===== config.mk =====
export PLATFORM = sky130hd
export DESIGN_NAME = cluster_periph_top
export DESIGN_NICKNAME = d
export VERILOG_FILES = /design/src/cluster_periph_pkg.sv /design/src/periph_reg_if.sv /design/src/periph_bus_decode.sv /design/src/perf_counter_bank.sv /design/src/cluster_ctrl_regs.sv /design/src/periph_read_mux.sv /design/src/cluster_periph_top.sv
export SDC_FILE = /design/constraint.sdc
export NUM_CORES = 1
export LEC_CHECK = 0
export BUFFER_PORTS_ARGS = -buffer_cell sky130_fd_sc_hd__buf_2
export CAP_MARGIN = 20
export CORE_MARGIN = 10
export CORE_UTILIZATION = 35
export DETAILED_ROUTE_END_ITERATION = 8
export PLACE_DENSITY_LB_ADDON = 0.15
export SYNTH_ARGS = -nofsm -noshare
export SYNTH_HDL_FRONTEND = slang
export SYNTH_HIERARCHICAL = 1
export SYNTH_SLANG_ARGS = --single-unit

===== constraint.sdc =====
create_clock -name clk_i -period 3.9 [get_ports clk_i]
set_input_delay 0.195 -clock clk_i [delete_from_list [all_inputs] [get_ports clk_i]]
set_output_delay 0.195 -clock clk_i [all_outputs]
set_load 0.02 [all_outputs]

===== src/cluster_periph_pkg.sv =====
////////////////////////////////////////
// Cluster peripheral shared definitions:
// metric and register encodings, event
// structs, register map, reset defaults.
////////////////////////////////////////
package cluster_periph_pkg;

  localparam int unsigned CntWidth    = 48;
  localparam int unsigned CntIdxWidth = 3;

  typedef enum logic [2:0] {
    Cycle         = 3'd0,
    RetiredInstr  = 3'd1,
    RetiredLoad   = 3'd2,
    IssueFpu      = 3'd3,
    IcacheMiss    = 3'd4,
    IcacheHit     = 3'd5,
    TcdmAccessed  = 3'd6,
    TcdmCongested = 3'd7
  } perf_metric_e;

  typedef enum logic [2:0] {
    RegCntEn,
    RegClintSet,
    RegClintClear,
    RegClintState,
    RegPrefetch,
    RegCntSel,
    RegCntLo,
    RegCntHi
  } reg_id_e;

  typedef struct packed {
    logic retired_instr;
    logic retired_load;
    logic issue_fpu;
    logic icache_miss;
    logic icache_hit;
  } core_events_t;

  typedef struct packed {
    logic accessed;
    logic congested;
  } tcdm_events_t;

  // Metrics tracked right after reset, by counter index.
  localparam int unsigned NumMetricRst = 4;
  localparam perf_metric_e MetricRst [NumMetricRst] = '{
    Cycle, RetiredInstr, TcdmAccessed, IcacheMiss
  };
  localparam logic PrefetchRst = 1'b1;

  // Register map in word addresses.
  localparam logic [5:0] PerfCntEnAddr   = 6'h00;
  localparam logic [5:0] ClintSetAddr    = 6'h01;
  localparam logic [5:0] ClintClearAddr  = 6'h02;
  localparam logic [5:0] ClintStateAddr  = 6'h03;
  localparam logic [5:0] PrefetchAddr    = 6'h04;
  localparam logic [5:0] PerfCntBaseAddr = 6'h10;
  // Word offsets inside one 4-word counter slot.
  localparam logic [1:0] PerfCntSelOffs  = 2'd0;
  localparam logic [1:0] PerfCntLoOffs   = 2'd1;
  localparam logic [1:0] PerfCntHiOffs   = 2'd2;

  function automatic perf_metric_e metric_rst(int unsigned idx);
    if (idx < NumMetricRst) begin
      return MetricRst[idx];
    end
    return Cycle;
  endfunction

endpackage


===== src/periph_reg_if.sv =====
////////////////////////////////////////
// Decoded register access, from the bus
// decoder to the execute and result stage.
////////////////////////////////////////
`timescale 1ns/1ps

interface periph_reg_if;

  logic                                       access;
  logic                                       we;
  cluster_periph_pkg::reg_id_e                reg_id;
  logic [cluster_periph_pkg::CntIdxWidth-1:0] cnt_idx;
  logic [31:0]                                wdata;
  // Byte enables widened to bits.
  logic [31:0]                                wmask;

  modport master (
    output access, we, reg_id, cnt_idx, wdata, wmask
  );

  modport slave (
    input access, we, reg_id, cnt_idx, wdata, wmask
  );

endinterface


===== src/periph_bus_decode.sv =====
////////////////////////////////////////
// Wishbone classic slave with address
// decode, ack and err generation.
////////////////////////////////////////
`timescale 1ns/1ps

module periph_bus_decode #(
  parameter int unsigned NumPerfCounters = 4
) (
  input  logic              clk_i,
  input  logic              rst_n_i,
  input  logic              wb_cyc_i,
  input  logic              wb_stb_i,
  input  logic              wb_we_i,
  input  logic [7:0]        wb_adr_i,
  input  logic [31:0]       wb_dat_i,
  input  logic [3:0]        wb_sel_i,
  output logic              wb_ack_o,
  output logic              wb_err_o,
  periph_reg_if.master      reg_o
);

  logic [5:0] word;
  logic [5:0] cnt_word;
  logic [3:0] cnt_num;
  logic       req;
  logic       hit;
  cluster_periph_pkg::reg_id_e reg_id;

  assign word     = wb_adr_i[7:2];
  assign cnt_word = word - cluster_periph_pkg::PerfCntBaseAddr;
  assign cnt_num  = cnt_word[5:2];

  // One access per handshake; the cycle after ack or err is idle.
  assign req = wb_cyc_i & wb_stb_i & ~(wb_ack_o | wb_err_o);

  always_comb begin
    hit    = 1'b1;
    reg_id = cluster_periph_pkg::RegCntEn;
    case (word)
      cluster_periph_pkg::PerfCntEnAddr:  reg_id = cluster_periph_pkg::RegCntEn;
      cluster_periph_pkg::ClintSetAddr:   reg_id = cluster_periph_pkg::RegClintSet;
      cluster_periph_pkg::ClintClearAddr: reg_id = cluster_periph_pkg::RegClintClear;
      cluster_periph_pkg::ClintStateAddr: reg_id = cluster_periph_pkg::RegClintState;
      cluster_periph_pkg::PrefetchAddr:   reg_id = cluster_periph_pkg::RegPrefetch;
      default: begin
        hit = (word >= cluster_periph_pkg::PerfCntBaseAddr) && (cnt_num < NumPerfCounters);
        case (cnt_word[1:0])
          cluster_periph_pkg::PerfCntSelOffs: reg_id = cluster_periph_pkg::RegCntSel;
          cluster_periph_pkg::PerfCntLoOffs:  reg_id = cluster_periph_pkg::RegCntLo;
          cluster_periph_pkg::PerfCntHiOffs:  reg_id = cluster_periph_pkg::RegCntHi;
          default: hit = 1'b0;
        endcase
      end
    endcase
  end

  // An unmapped access turns into a read of a write-only register:
  // read data 0 and no state change.
  assign reg_o.access  = req;
  assign reg_o.we      = wb_we_i & hit;
  assign reg_o.reg_id  = hit ? reg_id : cluster_periph_pkg::RegClintSet;
  assign reg_o.cnt_idx = cnt_num[cluster_periph_pkg::CntIdxWidth-1:0];
  assign reg_o.wdata   = wb_dat_i;
  assign reg_o.wmask   = {{8{wb_sel_i[3]}}, {8{wb_sel_i[2]}},
                          {8{wb_sel_i[1]}}, {8{wb_sel_i[0]}}};

  always_ff @(posedge clk_i) begin
    if (!rst_n_i) begin
      wb_ack_o <= 1'b0;
      wb_err_o <= 1'b0;
    end else begin
      wb_ack_o <= req & hit;
      wb_err_o <= req & ~hit;
    end
  end

endmodule


===== src/perf_counter_bank.sv =====
////////////////////////////////////////
// Performance counter bank: event input
// register, counters, metric and hart
// selects, counter enables.
////////////////////////////////////////
`timescale 1ns/1ps

module perf_counter_bank #(
  parameter int unsigned NrCores         = 4,
  parameter int unsigned NumPerfCounters = 4
) (
  input  logic                                      clk_i,
  input  logic                                      rst_n_i,
  periph_reg_if.slave                               reg_i,
  input  cluster_periph_pkg::core_events_t [NrCores-1:0] core_events_i,
  input  cluster_periph_pkg::tcdm_events_t          tcdm_events_i,
  output logic [NumPerfCounters-1:0][cluster_periph_pkg::CntWidth-1:0] cnt_o,
  output cluster_periph_pkg::perf_metric_e [NumPerfCounters-1:0] sel_metric_o,
  output logic [NumPerfCounters-1:0][$clog2(NrCores)-1:0] sel_hart_o,
  output logic [NumPerfCounters-1:0]                cnt_en_o
);

  localparam int unsigned HartW = $clog2(NrCores);
  localparam int unsigned CntW  = cluster_periph_pkg::CntWidth;
  localparam int unsigned IdxW  = cluster_periph_pkg::CntIdxWidth;

  cluster_periph_pkg::core_events_t [NrCores-1:0]         core_events_q;
  cluster_periph_pkg::tcdm_events_t                       tcdm_events_q;
  cluster_periph_pkg::perf_metric_e [NumPerfCounters-1:0] metric_q;
  logic [NumPerfCounters-1:0][CntW-1:0]  cnt_q;
  logic [NumPerfCounters-1:0][HartW-1:0] hart_q;
  logic [NumPerfCounters-1:0]            cnt_en_q;
  logic [NumPerfCounters-1:0]            inc;
  logic [31:0]                           wbits;
  logic                                  wr_en;
  logic                                  wr_sel;
  logic                                  wr_cnt;

  assign wbits  = reg_i.wdata & reg_i.wmask;
  assign wr_en  = reg_i.access & reg_i.we & (reg_i.reg_id == cluster_periph_pkg::RegCntEn);
  assign wr_sel = reg_i.access & reg_i.we & (reg_i.reg_id == cluster_periph_pkg::RegCntSel);
  assign wr_cnt = reg_i.access & reg_i.we &
                  ((reg_i.reg_id == cluster_periph_pkg::RegCntLo) ||
                   (reg_i.reg_id == cluster_periph_pkg::RegCntHi));

  // Pipeline register on the event inputs.
  always_ff @(posedge clk_i) begin
    if (!rst_n_i) begin
      core_events_q <= '0;
      tcdm_events_q <= '0;
    end else begin
      core_events_q <= core_events_i;
      tcdm_events_q <= tcdm_events_i;
    end
  end

  always_ff @(posedge clk_i) begin
    if (!rst_n_i) begin
      cnt_en_q <= '0;
    end else if (wr_en) begin
      cnt_en_q <= (cnt_en_q & ~reg_i.wmask[NumPerfCounters-1:0]) | wbits[NumPerfCounters-1:0];
    end
  end

  for (genvar i = 0; i < NumPerfCounters; i++) begin : gen_cnt
    localparam logic [IdxW-1:0] Idx = i;
    localparam cluster_periph_pkg::perf_metric_e MetricInit = cluster_periph_pkg::metric_rst(i);

    cluster_periph_pkg::core_events_t hart_ev;
    logic                             idx_hit;

    assign idx_hit = (reg_i.cnt_idx == Idx);
    // Hart values past the last core see no events.
    assign hart_ev = (hart_q[i] < NrCores) ? core_events_q[hart_q[i]] : '0;

    always_comb begin
      case (metric_q[i])
        cluster_periph_pkg::Cycle:         inc[i] = 1'b1;
        cluster_periph_pkg::RetiredInstr:  inc[i] = hart_ev.retired_instr;
        cluster_periph_pkg::RetiredLoad:   inc[i] = hart_ev.retired_load;
        cluster_periph_pkg::IssueFpu:      inc[i] = hart_ev.issue_fpu;
        cluster_periph_pkg::IcacheMiss:    inc[i] = hart_ev.icache_miss;
        cluster_periph_pkg::IcacheHit:     inc[i] = hart_ev.icache_hit;
        cluster_periph_pkg::TcdmAccessed:  inc[i] = tcdm_events_q.accessed;
        cluster_periph_pkg::TcdmCongested: inc[i] = tcdm_events_q.congested;
        default:                           inc[i] = 1'b0;
      endcase
    end

    // Clear on write wins over counting.
    always_ff @(posedge clk_i) begin
      if (!rst_n_i) begin
        cnt_q[i] <= '0;
      end else if (wr_cnt && idx_hit) begin
        cnt_q[i] <= '0;
      end else if (cnt_en_q[i]) begin
        cnt_q[i] <= cnt_q[i] + CntW'(inc[i]);
      end
    end

    always_ff @(posedge clk_i) begin
      if (!rst_n_i) begin
        metric_q[i] <= MetricInit;
        hart_q[i]   <= '0;
      end else if (wr_sel && idx_hit) begin
        if (reg_i.wmask[0]) begin
          metric_q[i] <= cluster_periph_pkg::perf_metric_e'(reg_i.wdata[2:0]);
        end
        if (reg_i.wmask[8]) begin
          hart_q[i] <= reg_i.wdata[8 +: HartW];
        end
      end
    end
  end

  assign cnt_o        = cnt_q;
  assign sel_metric_o = metric_q;
  assign sel_hart_o   = hart_q;
  assign cnt_en_o     = cnt_en_q;

endmodule


===== src/cluster_ctrl_regs.sv =====
////////////////////////////////////////
// Wake-up vector and icache prefetch
// enable registers.
////////////////////////////////////////
`timescale 1ns/1ps

module cluster_ctrl_regs #(
  parameter int unsigned NrCores = 4
) (
  input  logic               clk_i,
  input  logic               rst_n_i,
  periph_reg_if.slave        reg_i,
  output logic [NrCores-1:0] cl_clint_o,
  output logic               icache_prefetch_enable_o
);

  logic [NrCores-1:0] clint_q;
  logic [NrCores-1:0] clint_bits;
  logic               prefetch_q;
  logic               wr;

  assign wr         = reg_i.access & reg_i.we;
  assign clint_bits = reg_i.wdata[NrCores-1:0] & reg_i.wmask[NrCores-1:0];

  // Set and clear act only on bits under the byte mask.
  always_ff @(posedge clk_i) begin
    if (!rst_n_i) begin
      clint_q <= '0;
    end else if (wr && reg_i.reg_id == cluster_periph_pkg::RegClintSet) begin
      clint_q <= clint_q | clint_bits;
    end else if (wr && reg_i.reg_id == cluster_periph_pkg::RegClintClear) begin
      clint_q <= clint_q & ~clint_bits;
    end
  end

  always_ff @(posedge clk_i) begin
    if (!rst_n_i) begin
      prefetch_q <= cluster_periph_pkg::PrefetchRst;
    end else if (wr && reg_i.reg_id == cluster_periph_pkg::RegPrefetch && reg_i.wmask[0]) begin
      prefetch_q <= reg_i.wdata[0];
    end
  end

  assign cl_clint_o               = clint_q;
  assign icache_prefetch_enable_o = prefetch_q;

endmodule


===== src/periph_read_mux.sv =====
////////////////////////////////////////
// Read data select and output register.
////////////////////////////////////////
`timescale 1ns/1ps

module periph_read_mux #(
  parameter int unsigned NrCores         = 4,
  parameter int unsigned NumPerfCounters = 4
) (
  input  logic                              clk_i,
  input  logic                              rst_n_i,
  periph_reg_if.slave                       reg_i,
  input  logic [NumPerfCounters-1:0][cluster_periph_pkg::CntWidth-1:0] cnt_i,
  input  cluster_periph_pkg::perf_metric_e [NumPerfCounters-1:0] sel_metric_i,
  input  logic [NumPerfCounters-1:0][$clog2(NrCores)-1:0] sel_hart_i,
  input  logic [NumPerfCounters-1:0]        cnt_en_i,
  input  logic [NrCores-1:0]                clint_i,
  input  logic                              prefetch_i,
  output logic [31:0]                       wb_dat_o
);

  localparam int unsigned HartW = $clog2(NrCores);
  localparam int unsigned CntW  = cluster_periph_pkg::CntWidth;

  logic [31:0] rdata;

  always_comb begin
    rdata = '0;
    case (reg_i.reg_id)
      cluster_periph_pkg::RegCntEn:      rdata[NumPerfCounters-1:0] = cnt_en_i;
      cluster_periph_pkg::RegClintState: rdata[NrCores-1:0] = clint_i;
      cluster_periph_pkg::RegPrefetch:   rdata[0] = prefetch_i;
      cluster_periph_pkg::RegCntSel: begin
        rdata[2:0]        = sel_metric_i[reg_i.cnt_idx];
        rdata[8 +: HartW] = sel_hart_i[reg_i.cnt_idx];
      end
      cluster_periph_pkg::RegCntLo:      rdata = cnt_i[reg_i.cnt_idx][31:0];
      cluster_periph_pkg::RegCntHi:      rdata[CntW-33:0] = cnt_i[reg_i.cnt_idx][CntW-1:32];
      // Set and clear are write-only.
      default:                           rdata = '0;
    endcase
  end

  always_ff @(posedge clk_i) begin
    if (!rst_n_i) begin
      wb_dat_o <= '0;
    end else if (reg_i.access && !reg_i.we) begin
      wb_dat_o <= rdata;
    end
  end

endmodule


===== src/cluster_periph_top.sv =====
////////////////////////////////////////
// Cluster peripheral top level: bus
// decode, counters, control, read path.
////////////////////////////////////////
`timescale 1ns/1ps

module cluster_periph_top #(
  parameter int unsigned NrCores         = 4,
  parameter int unsigned NumPerfCounters = 4
) (
  input  logic                                           clk_i,
  input  logic                                           rst_n_i,
  input  logic                                           wb_cyc_i,
  input  logic                                           wb_stb_i,
  input  logic                                           wb_we_i,
  input  logic [7:0]                                     wb_adr_i,
  input  logic [31:0]                                    wb_dat_i,
  input  logic [3:0]                                     wb_sel_i,
  output logic [31:0]                                    wb_dat_o,
  output logic                                           wb_ack_o,
  output logic                                           wb_err_o,
  input  cluster_periph_pkg::core_events_t [NrCores-1:0] core_events_i,
  input  cluster_periph_pkg::tcdm_events_t               tcdm_events_i,
  output logic [NrCores-1:0]                             cl_clint_o,
  output logic                                           icache_prefetch_enable_o
);

  logic [NumPerfCounters-1:0][cluster_periph_pkg::CntWidth-1:0] cnt;
  cluster_periph_pkg::perf_metric_e [NumPerfCounters-1:0]       sel_metric;
  logic [NumPerfCounters-1:0][$clog2(NrCores)-1:0]              sel_hart;
  logic [NumPerfCounters-1:0]                                   cnt_en;
  logic [NrCores-1:0]                                           clint;
  logic                                                         prefetch;

  periph_reg_if reg_bus ();

  periph_bus_decode #(
    .NumPerfCounters (NumPerfCounters)
  ) i_decode (
    .clk_i    (clk_i),
    .rst_n_i  (rst_n_i),
    .wb_cyc_i (wb_cyc_i),
    .wb_stb_i (wb_stb_i),
    .wb_we_i  (wb_we_i),
    .wb_adr_i (wb_adr_i),
    .wb_dat_i (wb_dat_i),
    .wb_sel_i (wb_sel_i),
    .wb_ack_o (wb_ack_o),
    .wb_err_o (wb_err_o),
    .reg_o    (reg_bus.master)
  );

  perf_counter_bank #(
    .NrCores         (NrCores),
    .NumPerfCounters (NumPerfCounters)
  ) i_counters (
    .clk_i         (clk_i),
    .rst_n_i       (rst_n_i),
    .reg_i         (reg_bus.slave),
    .core_events_i (core_events_i),
    .tcdm_events_i (tcdm_events_i),
    .cnt_o         (cnt),
    .sel_metric_o  (sel_metric),
    .sel_hart_o    (sel_hart),
    .cnt_en_o      (cnt_en)
  );

  cluster_ctrl_regs #(
    .NrCores (NrCores)
  ) i_ctrl (
    .clk_i                    (clk_i),
    .rst_n_i                  (rst_n_i),
    .reg_i                    (reg_bus.slave),
    .cl_clint_o               (clint),
    .icache_prefetch_enable_o (prefetch)
  );

  periph_read_mux #(
    .NrCores         (NrCores),
    .NumPerfCounters (NumPerfCounters)
  ) i_read (
    .clk_i        (clk_i),
    .rst_n_i      (rst_n_i),
    .reg_i        (reg_bus.slave),
    .cnt_i        (cnt),
    .sel_metric_i (sel_metric),
    .sel_hart_i   (sel_hart),
    .cnt_en_i     (cnt_en),
    .clint_i      (clint),
    .prefetch_i   (prefetch),
    .wb_dat_o     (wb_dat_o)
  );

  assign cl_clint_o               = clint;
  assign icache_prefetch_enable_o = prefetch;

endmodule


==> results of run 1 <==
[metrics by stage]
| stage | area [um^2] | cells | utilization | setup WS [ps] | hold slack (ps) |
|---|---|---|---|---|---|
| final | 17200 | 2285 | 0.412 | 384 | 22.1 |
| after global routing | 17200 | 2281 | 0.411 | 21.8 | 12.0 |
| after CTS | 17200 | 2280 | 0.411 | 403 | 8.04 |
| after detailed placement | 15800 | 2195 | 0.379 | 409 | 406 |
| after global placement | 15800 | 2195 | 0.379 | 445 | 401 |
| after floorplan | 14700 | 1619 | - | 849 | 273 |
[where the power goes]
part,internal [W],leakage [nW],switching (W),total [W]
logic,0.000135,3.24,0.000193,0.000328
clock network,0.00188,0.536,0.00122,0.00310
registers,0.00285,2.24,0.0000178,0.00287
[sequential cells by signal, indices dropped and copies added (netlist names), named ones only]
name and cells:
i_decode/wb_ack_o 1, i_counters/tcdm_events_q 2, i_counters/cnt_o 192, i_counters/sel_metric_o 12, i_ctrl/icache_prefetch_enable_o 1, i_decode/wb_err_o 1, i_read/wb_dat_o 32, i_counters/core_events_q 20
i_counters/sel_hart_o 8
[path summary, 6_finish.rpt]
kind,start,endpoint,cells after the start
setup / recovery,i_counters/sel_metric_o[0],i_counters/cnt_o[36],13
hold reg to reg,i_counters/cnt_o[47],i_counters/cnt_o[47],2
setup reg to reg,i_counters/sel_metric_o[0],i_counters/cnt_o[36],13
hold / removal,wb_dat_i[2],flop,3
[layout by cell type (no fill, tap or decap), types with 57 or more instances in the layout]
cell type    n
buf_2       78
o21ai_0     58
nand2_1    122
nand4_1     90
a21oi_1     76
buf_4       57
dfxtp_1    277
nand3_1     91
nor2_1     172
xor2_1      91
[layout make-up]
class	instances	area, um^2	area share
flip-flops and latches	277	5550	0.323
inverters	32	120	0.00699
well taps	539	674	0.0392
clock buffers	57	1080	0.0629
multi-input cells	1209	8580	0.500
repair buffers	165	1160	0.0674
clock inverters	2	10.0	0.000582
diodes	4	10.0	0.000582
[tightest hold or removal path: stages]
cell,delay [ps]
buf_2,170
nand2_8,80
o21ai_1,50
[per-layer routing]
metal / GRT usage / part of all wire
met1: 0.264 / 0.47
met2: 0.279 / 0.44
met3: 0.0223 / 0.052
met4: 0.0654 / 0.032
met5: 0 / 0
==> results.md, run 1 <==
* Post-Syn Area per Cell at 9.10 um^2
* Worst-Skew Late Latency at 520 ps
* Ys Warns at 6
* Setup Fix Bufs, Post-CTS at 0
* Initial antenna violation count at 0
* # resized after CTS at 0
* Clock-pin slew on the worst setup and hold paths at 60 ps
* Max-slew violations at 0
* Cell row count at 75
* Hold Path Class: in -> reg
* Post-Syn Instances at 1,619
* Avg WL per Cell at 20.9 um
* Vias in the first global route at around 12,000
* Fin Setup TNS at 0 ps
* CTS H-tree lvls at 2
* Root buffer cell: clkbuf_16
* Final hold violation count at 0
* Slowest stage cell, crit path: dfxtp_1
* CP arrival at between 3000 and 4000 ps
* DR vias/cell at 5.65
* Max-cap violations at 0
* Worst vdd ir at 0.205 mV
* I/O pin total at 110
* Total Routed Length at roughly 48 mm
* Slew HR at 0.362
* Layout area overhead at 16.7%
* Outcome: finished, final reports clean
* Core box area at 41,800 um^2
* DRC errors left at 0
* Layout cells sized above 1 at 0.155
* Post-route ant nets at 0
* Setup-failing EPs final at 0
* Largest net degree at the start of global routing at 66
* PwrDens at 366 nW/um^2
* WP data required at 4340 ps
* Crit path buffers/inverters at 1
* Syn_nets at 1,703
* First-pass GRT wire length at 73.2 mm
* Total number of vias at 12,900
* Setup crit start kind: flop
* Crit path cell chain: nor3b_1 > a211oi_1 > a211oi_1 > a21oi_1 > o21a_1 > ha_1 > ha_1 > nand3_1 > nor4_1 > nand3_1 > buf_4 > or4_1 > a21oi_1
* CTS tree: yes
* Final nets at 1,803
* Clock Path Buffers at 3
* Initial Utilization at 0.353
* Fillers at 4,123
* Period utilisation layout at 0.902
* Worst Path Class, Setup: reg -> reg
* Clock tree sinks at 277
* RSZ-0062 raised after global routing: no
* Leakage at 6.01 nW
* Cell family with most CP delay: simple AND/OR/NAND/NOR gates
* CP Max Fanout at 11
* Chip height at 225 um
* Post-CTS Hold Fix Bufs at 26
* Largest stage delay on the critical path at around 640 ps
* GRT overflow at 0
* Tightest Pin Transition at 948 ps
* FF-to-FF setup slack at 380 ps
* Fin crit period at 3520 ps
* Maximum clock rate at between 200 and 300 MHz
* DP HPWL at ~35 mm
* DR pass1 iterations at 6
* Buffers added on ports at roughly 80
* Horiz. Die Dim at 225 um
* Total Power at 0.00630 W
* Clk_skew at 14.0 ps
* DRT iter0 DRCs at 947
* Die ar. at 50,700 um^2
* Global Route Usage Sum at 0.184
* Endpoint type of the worst setup path: flop
* RePlAce Congestion at 0.862
* Mapped cell area at around 15,000 um^2
* CTS Buf Count at 34
(Power assumes the default switching activity.)
==> run 2: changes to the inputs <==
Settings changed: CORE_ASPECT_RATIO set to 0.5, PLACE_DENSITY_LB_ADDON 0.15 to unset.
==> results.md, run 2 (same netlist as run 1, synthesis figures left out) <==
* Final setup margin at 377 ps (was 384 ps)
* DR pass1 iterations at 5 (was 6)
* Reg2reg start: i_counters/sel_metric_o[6] (was i_counters/sel_metric_o[0])
* Final nets at 1,788 (was 1,803)
* Worst Path Class, Setup: reg -> reg (unchanged)
* Cell row count at 53 (was 75)
* Initial antenna violation count at 1 (was 0)
* FF-to-FF setup slack at 380 ps (about the same)
* Gate power share at 0.051 (was 0.052)
* NetSw at 0.00145 W (was 0.00143 W)
* Clock-pin slew on the worst setup and hold paths at 70 ps (was 60 ps)
* Pint at 0.00484 W (was 0.00487 W)
* ANT cells at 0 (was 4)
* Design area at 17,100 um^2 (was 17,200 um^2)
* Largest net degree at the start of global routing at 67 (was 66)
* Commonest cells after routing, fill and taps aside: dfxtp_1, nor2_1, nand2_1, nand3_1, xor2_1 (unchanged)
* Root buffer cell: clkbuf_16 (unchanged)
* Leading cell type in the layout, fill and taps excluded: dfxtp_1 (unchanged)
* First-pass GRT wire length at 68.8 mm (was 73.2 mm)
* Endpoint type of the worst setup path: flop (unchanged)
* Max reg flops at 192 (unchanged)
* Fin crit period at 3520 ps (about the same)
* I/O pin total at 110 (unchanged)
* Reg2Reg Depth at 12 (was 13)
* PwrDens at 368 nW/um^2 (was 366 nW/um^2)
* Total number of vias at 12,800 (was 12,900)
* Reg power frac at 0.456 (about the same)
* CP arrival at 4040 ps (was 3960 ps)
* Hold Path Sink: i_decode/wb_ack_o
* Avg WL per Cell at 19.4 um (was 20.9 um)
* Global Route Usage Sum at 0.170 (was 0.184)
* DP HPWL at 32.5 mm (was 35.3 mm)
* Total Power at 0.00629 W (was 0.00630 W)
* CTS tree: yes (unchanged)
* RePlAce Congestion at 0.896 (was 0.862)
* Die ar. at 51,200 um^2 (was 50,700 um^2)
* Pre-CTS setup slack at 408 ps (was 409 ps)
* DR vias/cell at 5.61 (was 5.65)
* Buffers added on ports at 79 (unchanged)
* Clk_skew at 27.5 ps (was 14.0 ps)
* DRT iter0 DRCs at 1,101 (was 947)
* Final hold violation count at 0 (unchanged)
* Clock tree sinks at 277 (unchanged)
* WP data required at 4420 ps (was 4340 ps)
* Layout cells sized above 1 at 0.152 (was 0.155)
* Maximum clock rate at 284 MHz (about the same)
* Setup crit start kind: flop (unchanged)
* Worst-Skew Late Latency at 580 ps (was 520 ps)
* CTS H-tree lvls at 1 (was 2)
* CP Max Fanout at 9 (was 11)
* Layout area overhead at 16.0% (was 16.7%)
* RR Endpoint: i_counters/cnt_o[132] (was i_counters/cnt_o[36])
* Setup Fix Bufs, Post-CTS at 0 (unchanged)
* Core box area at 41,800 um^2 (about the same)
* Fin Setup TNS at 0 ps (unchanged)
* Setup-failing EPs final at 0 (unchanged)
* CTS Buf Count at 29 (was 34)
* DP Area at 15,700 um^2 (was 15,800 um^2)
* Leakage at 5.94 nW (was 6.01 nW)
* Initial Utilization at 0.353 (about the same)
* Post-route ant nets at 0 (unchanged)
* Hold Path Class: in -> reg (unchanged)
* Slew HR at 0.328 (was 0.362)
* DRC errors left at 0 (unchanged)
* Horiz. Die Dim at 310 um (was 225 um)
* Vias in the first global route at 11,800 (was 11,900)
* Outcome: finished, final reports clean (unchanged)
* Tightest Pin Transition at 1010 ps (was 948 ps)
* Clock Path Buffers at 3 (unchanged)
* Total Routed Length at 44.3 mm (was 47.7 mm)
* GRT overflow at 0 (unchanged)
* Max-slew violations at 0 (unchanged)
* Period utilisation layout at 0.903 (was 0.902)
* Chip height at 165 um (was 225 um)
* # resized after CTS at 0 (unchanged)
* Worst vdd ir at 0.323 mV (was 0.205 mV)
* RSZ-0062 raised after global routing: no (unchanged)
* Worst Hold Depth at 3 (unchanged)
* Hold_sp: wb_adr_i[7] (was wb_dat_i[2])
* Max-cap violations at 0 (unchanged)
* Fillers at 4,157 (was 4,123)
* Clock power share at 0.493 (was 0.492)
* Switching share of power at 0.230 (was 0.227)
==> run 2: worst max-delay path by stage <==
stage / from / end / slack [ps]
after floorplan: i_counters/sel_metric_o[6] / i_counters/cnt_o[132] / 850
after global placement: i_counters/sel_hart_o[4] / i_counters/cnt_o[132] / 500
after detailed placement: i_counters/sel_hart_o[4] / i_counters/cnt_o[132] / 410
after CTS: i_counters/sel_hart_o[4] / i_counters/cnt_o[132] / 410
after global routing: i_counters/sel_metric_o[6] / i_counters/cnt_o[132] / 70
final: i_counters/sel_metric_o[6] / i_counters/cnt_o[132] / 380
==> run 2: metrics by stage <==
| stage | std cells | utilization | hold WS (ps) |
|---|---|---|---|
| global route | 2277 | 0.409 | 47.2 |
| finish | 2277 | 0.409 | 25.2 |
| global placement | 2194 | 0.376 | 402 |
| floorplan | 1619 | - | 273 |
| CTS | 2277 | 0.409 | 2.49 |
| detailed placement | 2194 | 0.376 | 404 |
==> run 2: what timing repair did <==
action	4_1_cts	5_1_grt
endpoints found under the hold margin	44	0
endpoints found under the setup margin	0	0
hold buffers	29	0
==> run 2: layer usage <==
metal / global-route usage / vias to the layer above / wire length [um] / share of wire
met5: 0.00581 / - / 0 / 0
li1: - / 6154 / - / -
met3: 0.0458 / 65 / 3550 / 0.080
met1: 0.232 / 6173 / 20600 / 0.46
met2: 0.261 / 389 / 19100 / 0.43
met4: 0.0420 / 0 / 1050 / 0.024
==> run 2: area by class of cell <==
type	instances	area, um^2	share of cell area
flip-flops and latches	277	5550	0.324
clock buffers	39	843	0.0493
repair buffers	155	1080	0.0631
clock inverters	15	229	0.0134
multi-input cells	1209	8580	0.502
well taps	550	688	0.0403
inverters	32	120	0.00703
==> run 2: power groups by stage <==
stage	logic, W	clock network (W)	registers (W)
2_1_floorplan	0.000203	0	0.00294
3_3_place_gp	0.000298	0	0.00293
3_5_place_dp	0.000300	0	0.00293
4_1_cts	0.000323	0.00316	0.00287
5_1_grt	0.000348	0.00328	0.00287
6_report	0.000320	0.00310	0.00287
==> run 2: worst max-delay path, stage by stage, from the launching register on <==
cell and delay, ps:
dfxtp_1 440, nor2b_1 250, a22oi_1 120, nor2_1 100, a211oi_1 60, o31ai_1 370
ha_1 270, ha_1 250, nand4_1 140, nor4_1 430, nand3_1 350, or4_1 550
a21oi_1 150
==> run 3: changes to the inputs <==
Settings changed: CORE_MARGIN 10 to 5, HOLD_SLACK_MARGIN set to 0.12.
==> results.md, run 3 (same netlist as run 1, synthesis figures left out) <==
* Outcome: finished, final reports clean (unchanged)
* Clock tree sinks at 277 (unchanged)
* First-pass GRT wire length at 67.8 mm (was 68.8 mm)
* RePlAce Congestion at 0.878 (was 0.896)
* Fin crit period at 3610 ps (was 3520 ps)
* DRT iter0 DRCs at 1,141 (was 1,101)
* CTS H-tree lvls at 1 (unchanged)
* Root buffer cell: clkbuf_16 (unchanged)
* Setup Fix Bufs, Post-CTS at 0 (unchanged)
* Slowest stage cell, crit path: dfxtp_1 (was or4_1)
* Layout area overhead at 15.4% (was 16.0%)
* DR vias/cell at 5.62 (was 5.61)
* Slew HR at 0.320 (was 0.328)
* Pint at 0.00454 W (was 0.00484 W)
* Global Route Usage Sum at 0.182 (was 0.170)
* Core box area at 41,800 um^2 (unchanged)
* Layout cells sized above 1 at 0.147 (was 0.152)
* Chip height at 155 um (was 165 um)
* GRT overflow at 0 (unchanged)
* Max-slew violations at 0 (unchanged)
* Maximum clock rate at 277 MHz (was 284 MHz)
* Total Routed Length at 43.9 mm (was 44.3 mm)
* DP HPWL at 32.0 mm (was 32.5 mm)
* Gate power share at 0.055 (was 0.051)
* CP Max Fanout at 10 (was 9)
* CTS tree: yes (unchanged)
* Met3 usage in global routing at 0.0372 (was 0.0458)
* Cell row count at 53 (unchanged)
* Worst vdd ir at 0.218 mV (was 0.323 mV)
* Endpoint type of the worst setup path: flop (unchanged)
* Met1 Use GR at 0.263 (was 0.232)
* DRC errors left at 0 (unchanged)
* Tightest Pin Transition at 1020 ps (was 1010 ps)
* Post-route ant nets at 0 (unchanged)
* Largest stage delay on the critical path at 550 ps (about the same)
* Max reg flops at 192 (unchanged)
* Period utilisation layout at 0.926 (was 0.903)
* Worst Path Class, Setup: reg -> reg (unchanged)
* Die ar. at 46,500 um^2 (was 51,200 um^2)
* Fin Setup TNS at 0 ps (unchanged)
* NetSw at 0.00137 W (was 0.00145 W)
* DR pass1 iterations at 7 (was 5)
* Setup crit start kind: flop (unchanged)
* Hold Path Class: in -> reg (unchanged)
* Initial Utilization at 0.353 (unchanged)
* Clock Path Buffers at 3 (unchanged)
* Horiz. Die Dim at 300 um (was 310 um)
* Leakage at 5.90 nW (was 5.94 nW)
* Clock-pin slew on the worst setup and hold paths at 60 ps (was 70 ps)
* CTS Buf Count at 28 (was 29)
* PwrDens at 348 nW/um^2 (was 368 nW/um^2)
* Total number of vias at 12,800 (about the same)
* Area of the multi-input gates at 8590 um^2 (was 8580 um^2)
* Register area at 5550 um^2 (unchanged)
* Crit path top cell by count: ha_1 (unchanged)
* Most crowded layer after global routing: met2 (unchanged)
* WP data required at 4410 ps (was 4420 ps)
* Max-cap violations at 0 (unchanged)
* Crit path cell chain: nor2b_1 > a22oi_1 > nor2_1 > a211oi_1 > o31ai_1 > ha_1 > ha_1 > nand4_1 > nor4_2 > nand3_1 > or4_1 > a21oi_1 (was nor2b_1 > a22oi_1 > nor2_1 > a211oi_1 > o31ai_1 > ha_1 > ha_1 > nand4_1 > nor4_1 > nand3_1 > or4_1 > a21oi_1)
* Leading cell type in the layout, fill and taps excluded: dfxtp_1 (unchanged)
* Vias in the first global route at 11,500 (was 11,800)
* Final hold violation count at 0 (unchanged)
* Fillers at 4,156 (was 4,157)
* Final nets at 1,791 (was 1,788)
* Worst-Skew Late Latency at 580 ps (about the same)
* Clock power share at 0.461 (was 0.493)
* Largest net degree at the start of global routing at 67 (unchanged)
* RSZ-0062 raised after global routing: no (unchanged)
* Reg power frac at 0.485 (was 0.456)
* Design area at 17,000 um^2 (was 17,100 um^2)
* Initial antenna violation count at 1 (unchanged)
* Clk_skew at 37.3 ps (was 27.5 ps)
* I/O pin total at 110 (unchanged)
* CP arrival at 4120 ps (was 4040 ps)
* Avg WL per Cell at 19.3 um (was 19.4 um)
* DP Area at 15,700 um^2 (about the same)
* Met2 Resource Use GR at 0.279 (was 0.261)
* Buffers added on ports at 79 (unchanged)
* Switching share of power at 0.232 (was 0.230)
* Setup-failing EPs final at 0 (unchanged)
* Commonest cells after routing, fill and taps aside: dfxtp_1, nor2_1, nand2_1, nand3_1, xor2_1 (unchanged)
-- run 3: cell types whose count changed in the layout (fill, tap and decap cells not counted), sizes merged --
cell,delta
diode,+1
buf,-3
clkinvlp,-4
dlygate4sd3,+7
clkinv,+3
bufinv,-4
clkbuf,+3
inv,-1
-- run 3: worst max-delay path: cells and delay by family, from the launching register on --
family	cells	cell delay, ps
simple gates	6	1750
compound gates	4	730
fa+ha+maj	2	540
flops	1	550
-- run 3: what timing repair did --
item,CTS,global route
resized for setup,0,1
endpoints found under the setup margin,0,2
hold endpoints to repair,53,0
hold buffers,36,0
-- run 3: worst paths after layout --
path,slack [ps],from,cells after the start,to
setup / recovery,290,i_counters/sel_metric_o[6],12,i_counters/cnt_o[132]
hold / removal,150,wb_adr_i[4],4,i_counters/sel_hart_o[7]
setup reg to reg,290,i_counters/sel_metric_o[6],12,i_counters/cnt_o[132]
hold reg to reg,490,i_counters/cnt_o[191],2,i_counters/cnt_o[191]
-- run 3: metal layers --
metal,up-vias,part of all wire
li1,6155,-
met1,6183,0.46
met2,409,0.44
met3,61,0.077
met4,2,0.024
met5,-,0.0018
-- run 3: layout make-up --
class	instances	share of cell area
diodes	1	0.000147
clock buffers	42	0.0496
clock inverters	9	0.00478
inverters	32	0.00707
multi-input cells	1209	0.505
flip-flops and latches	277	0.326
well taps	550	0.0405
repair buffers	159	0.0662
-- run 3: power by group through the flow --
stage / logic (W) / clock network (W) / registers [W]
after CTS: 0.000325 / 0.00279 / 0.00287
after global routing: 0.000351 / 0.00291 / 0.00287
final: 0.000323 / 0.00273 / 0.00287
after floorplan: 0.000203 / 0 / 0.00294
after detailed placement: 0.000298 / 0 / 0.00293
after global placement: 0.000295 / 0 / 0.00293
-- run 3: through the flow --
| stage | hold WS [ps] | cells | utilization | setup slack [ps] | total power, W |
|---|---|---|---|---|---|
| 5_1_grt | 178 | 2279 | 0.407 | 106 | 0.00613 |
| 6_report | 153 | 2279 | 0.407 | 288 | 0.00592 |
| 4_1_cts | 127 | 2278 | 0.407 | 231 | 0.00598 |
| 3_5_place_dp | 405 | 2191 | 0.376 | 252 | 0.00323 |
| 2_1_floorplan | 273 | 1619 | - | 849 | 0.00314 |
| 3_3_place_gp | 403 | 2191 | 0.376 | 307 | 0.00323 |
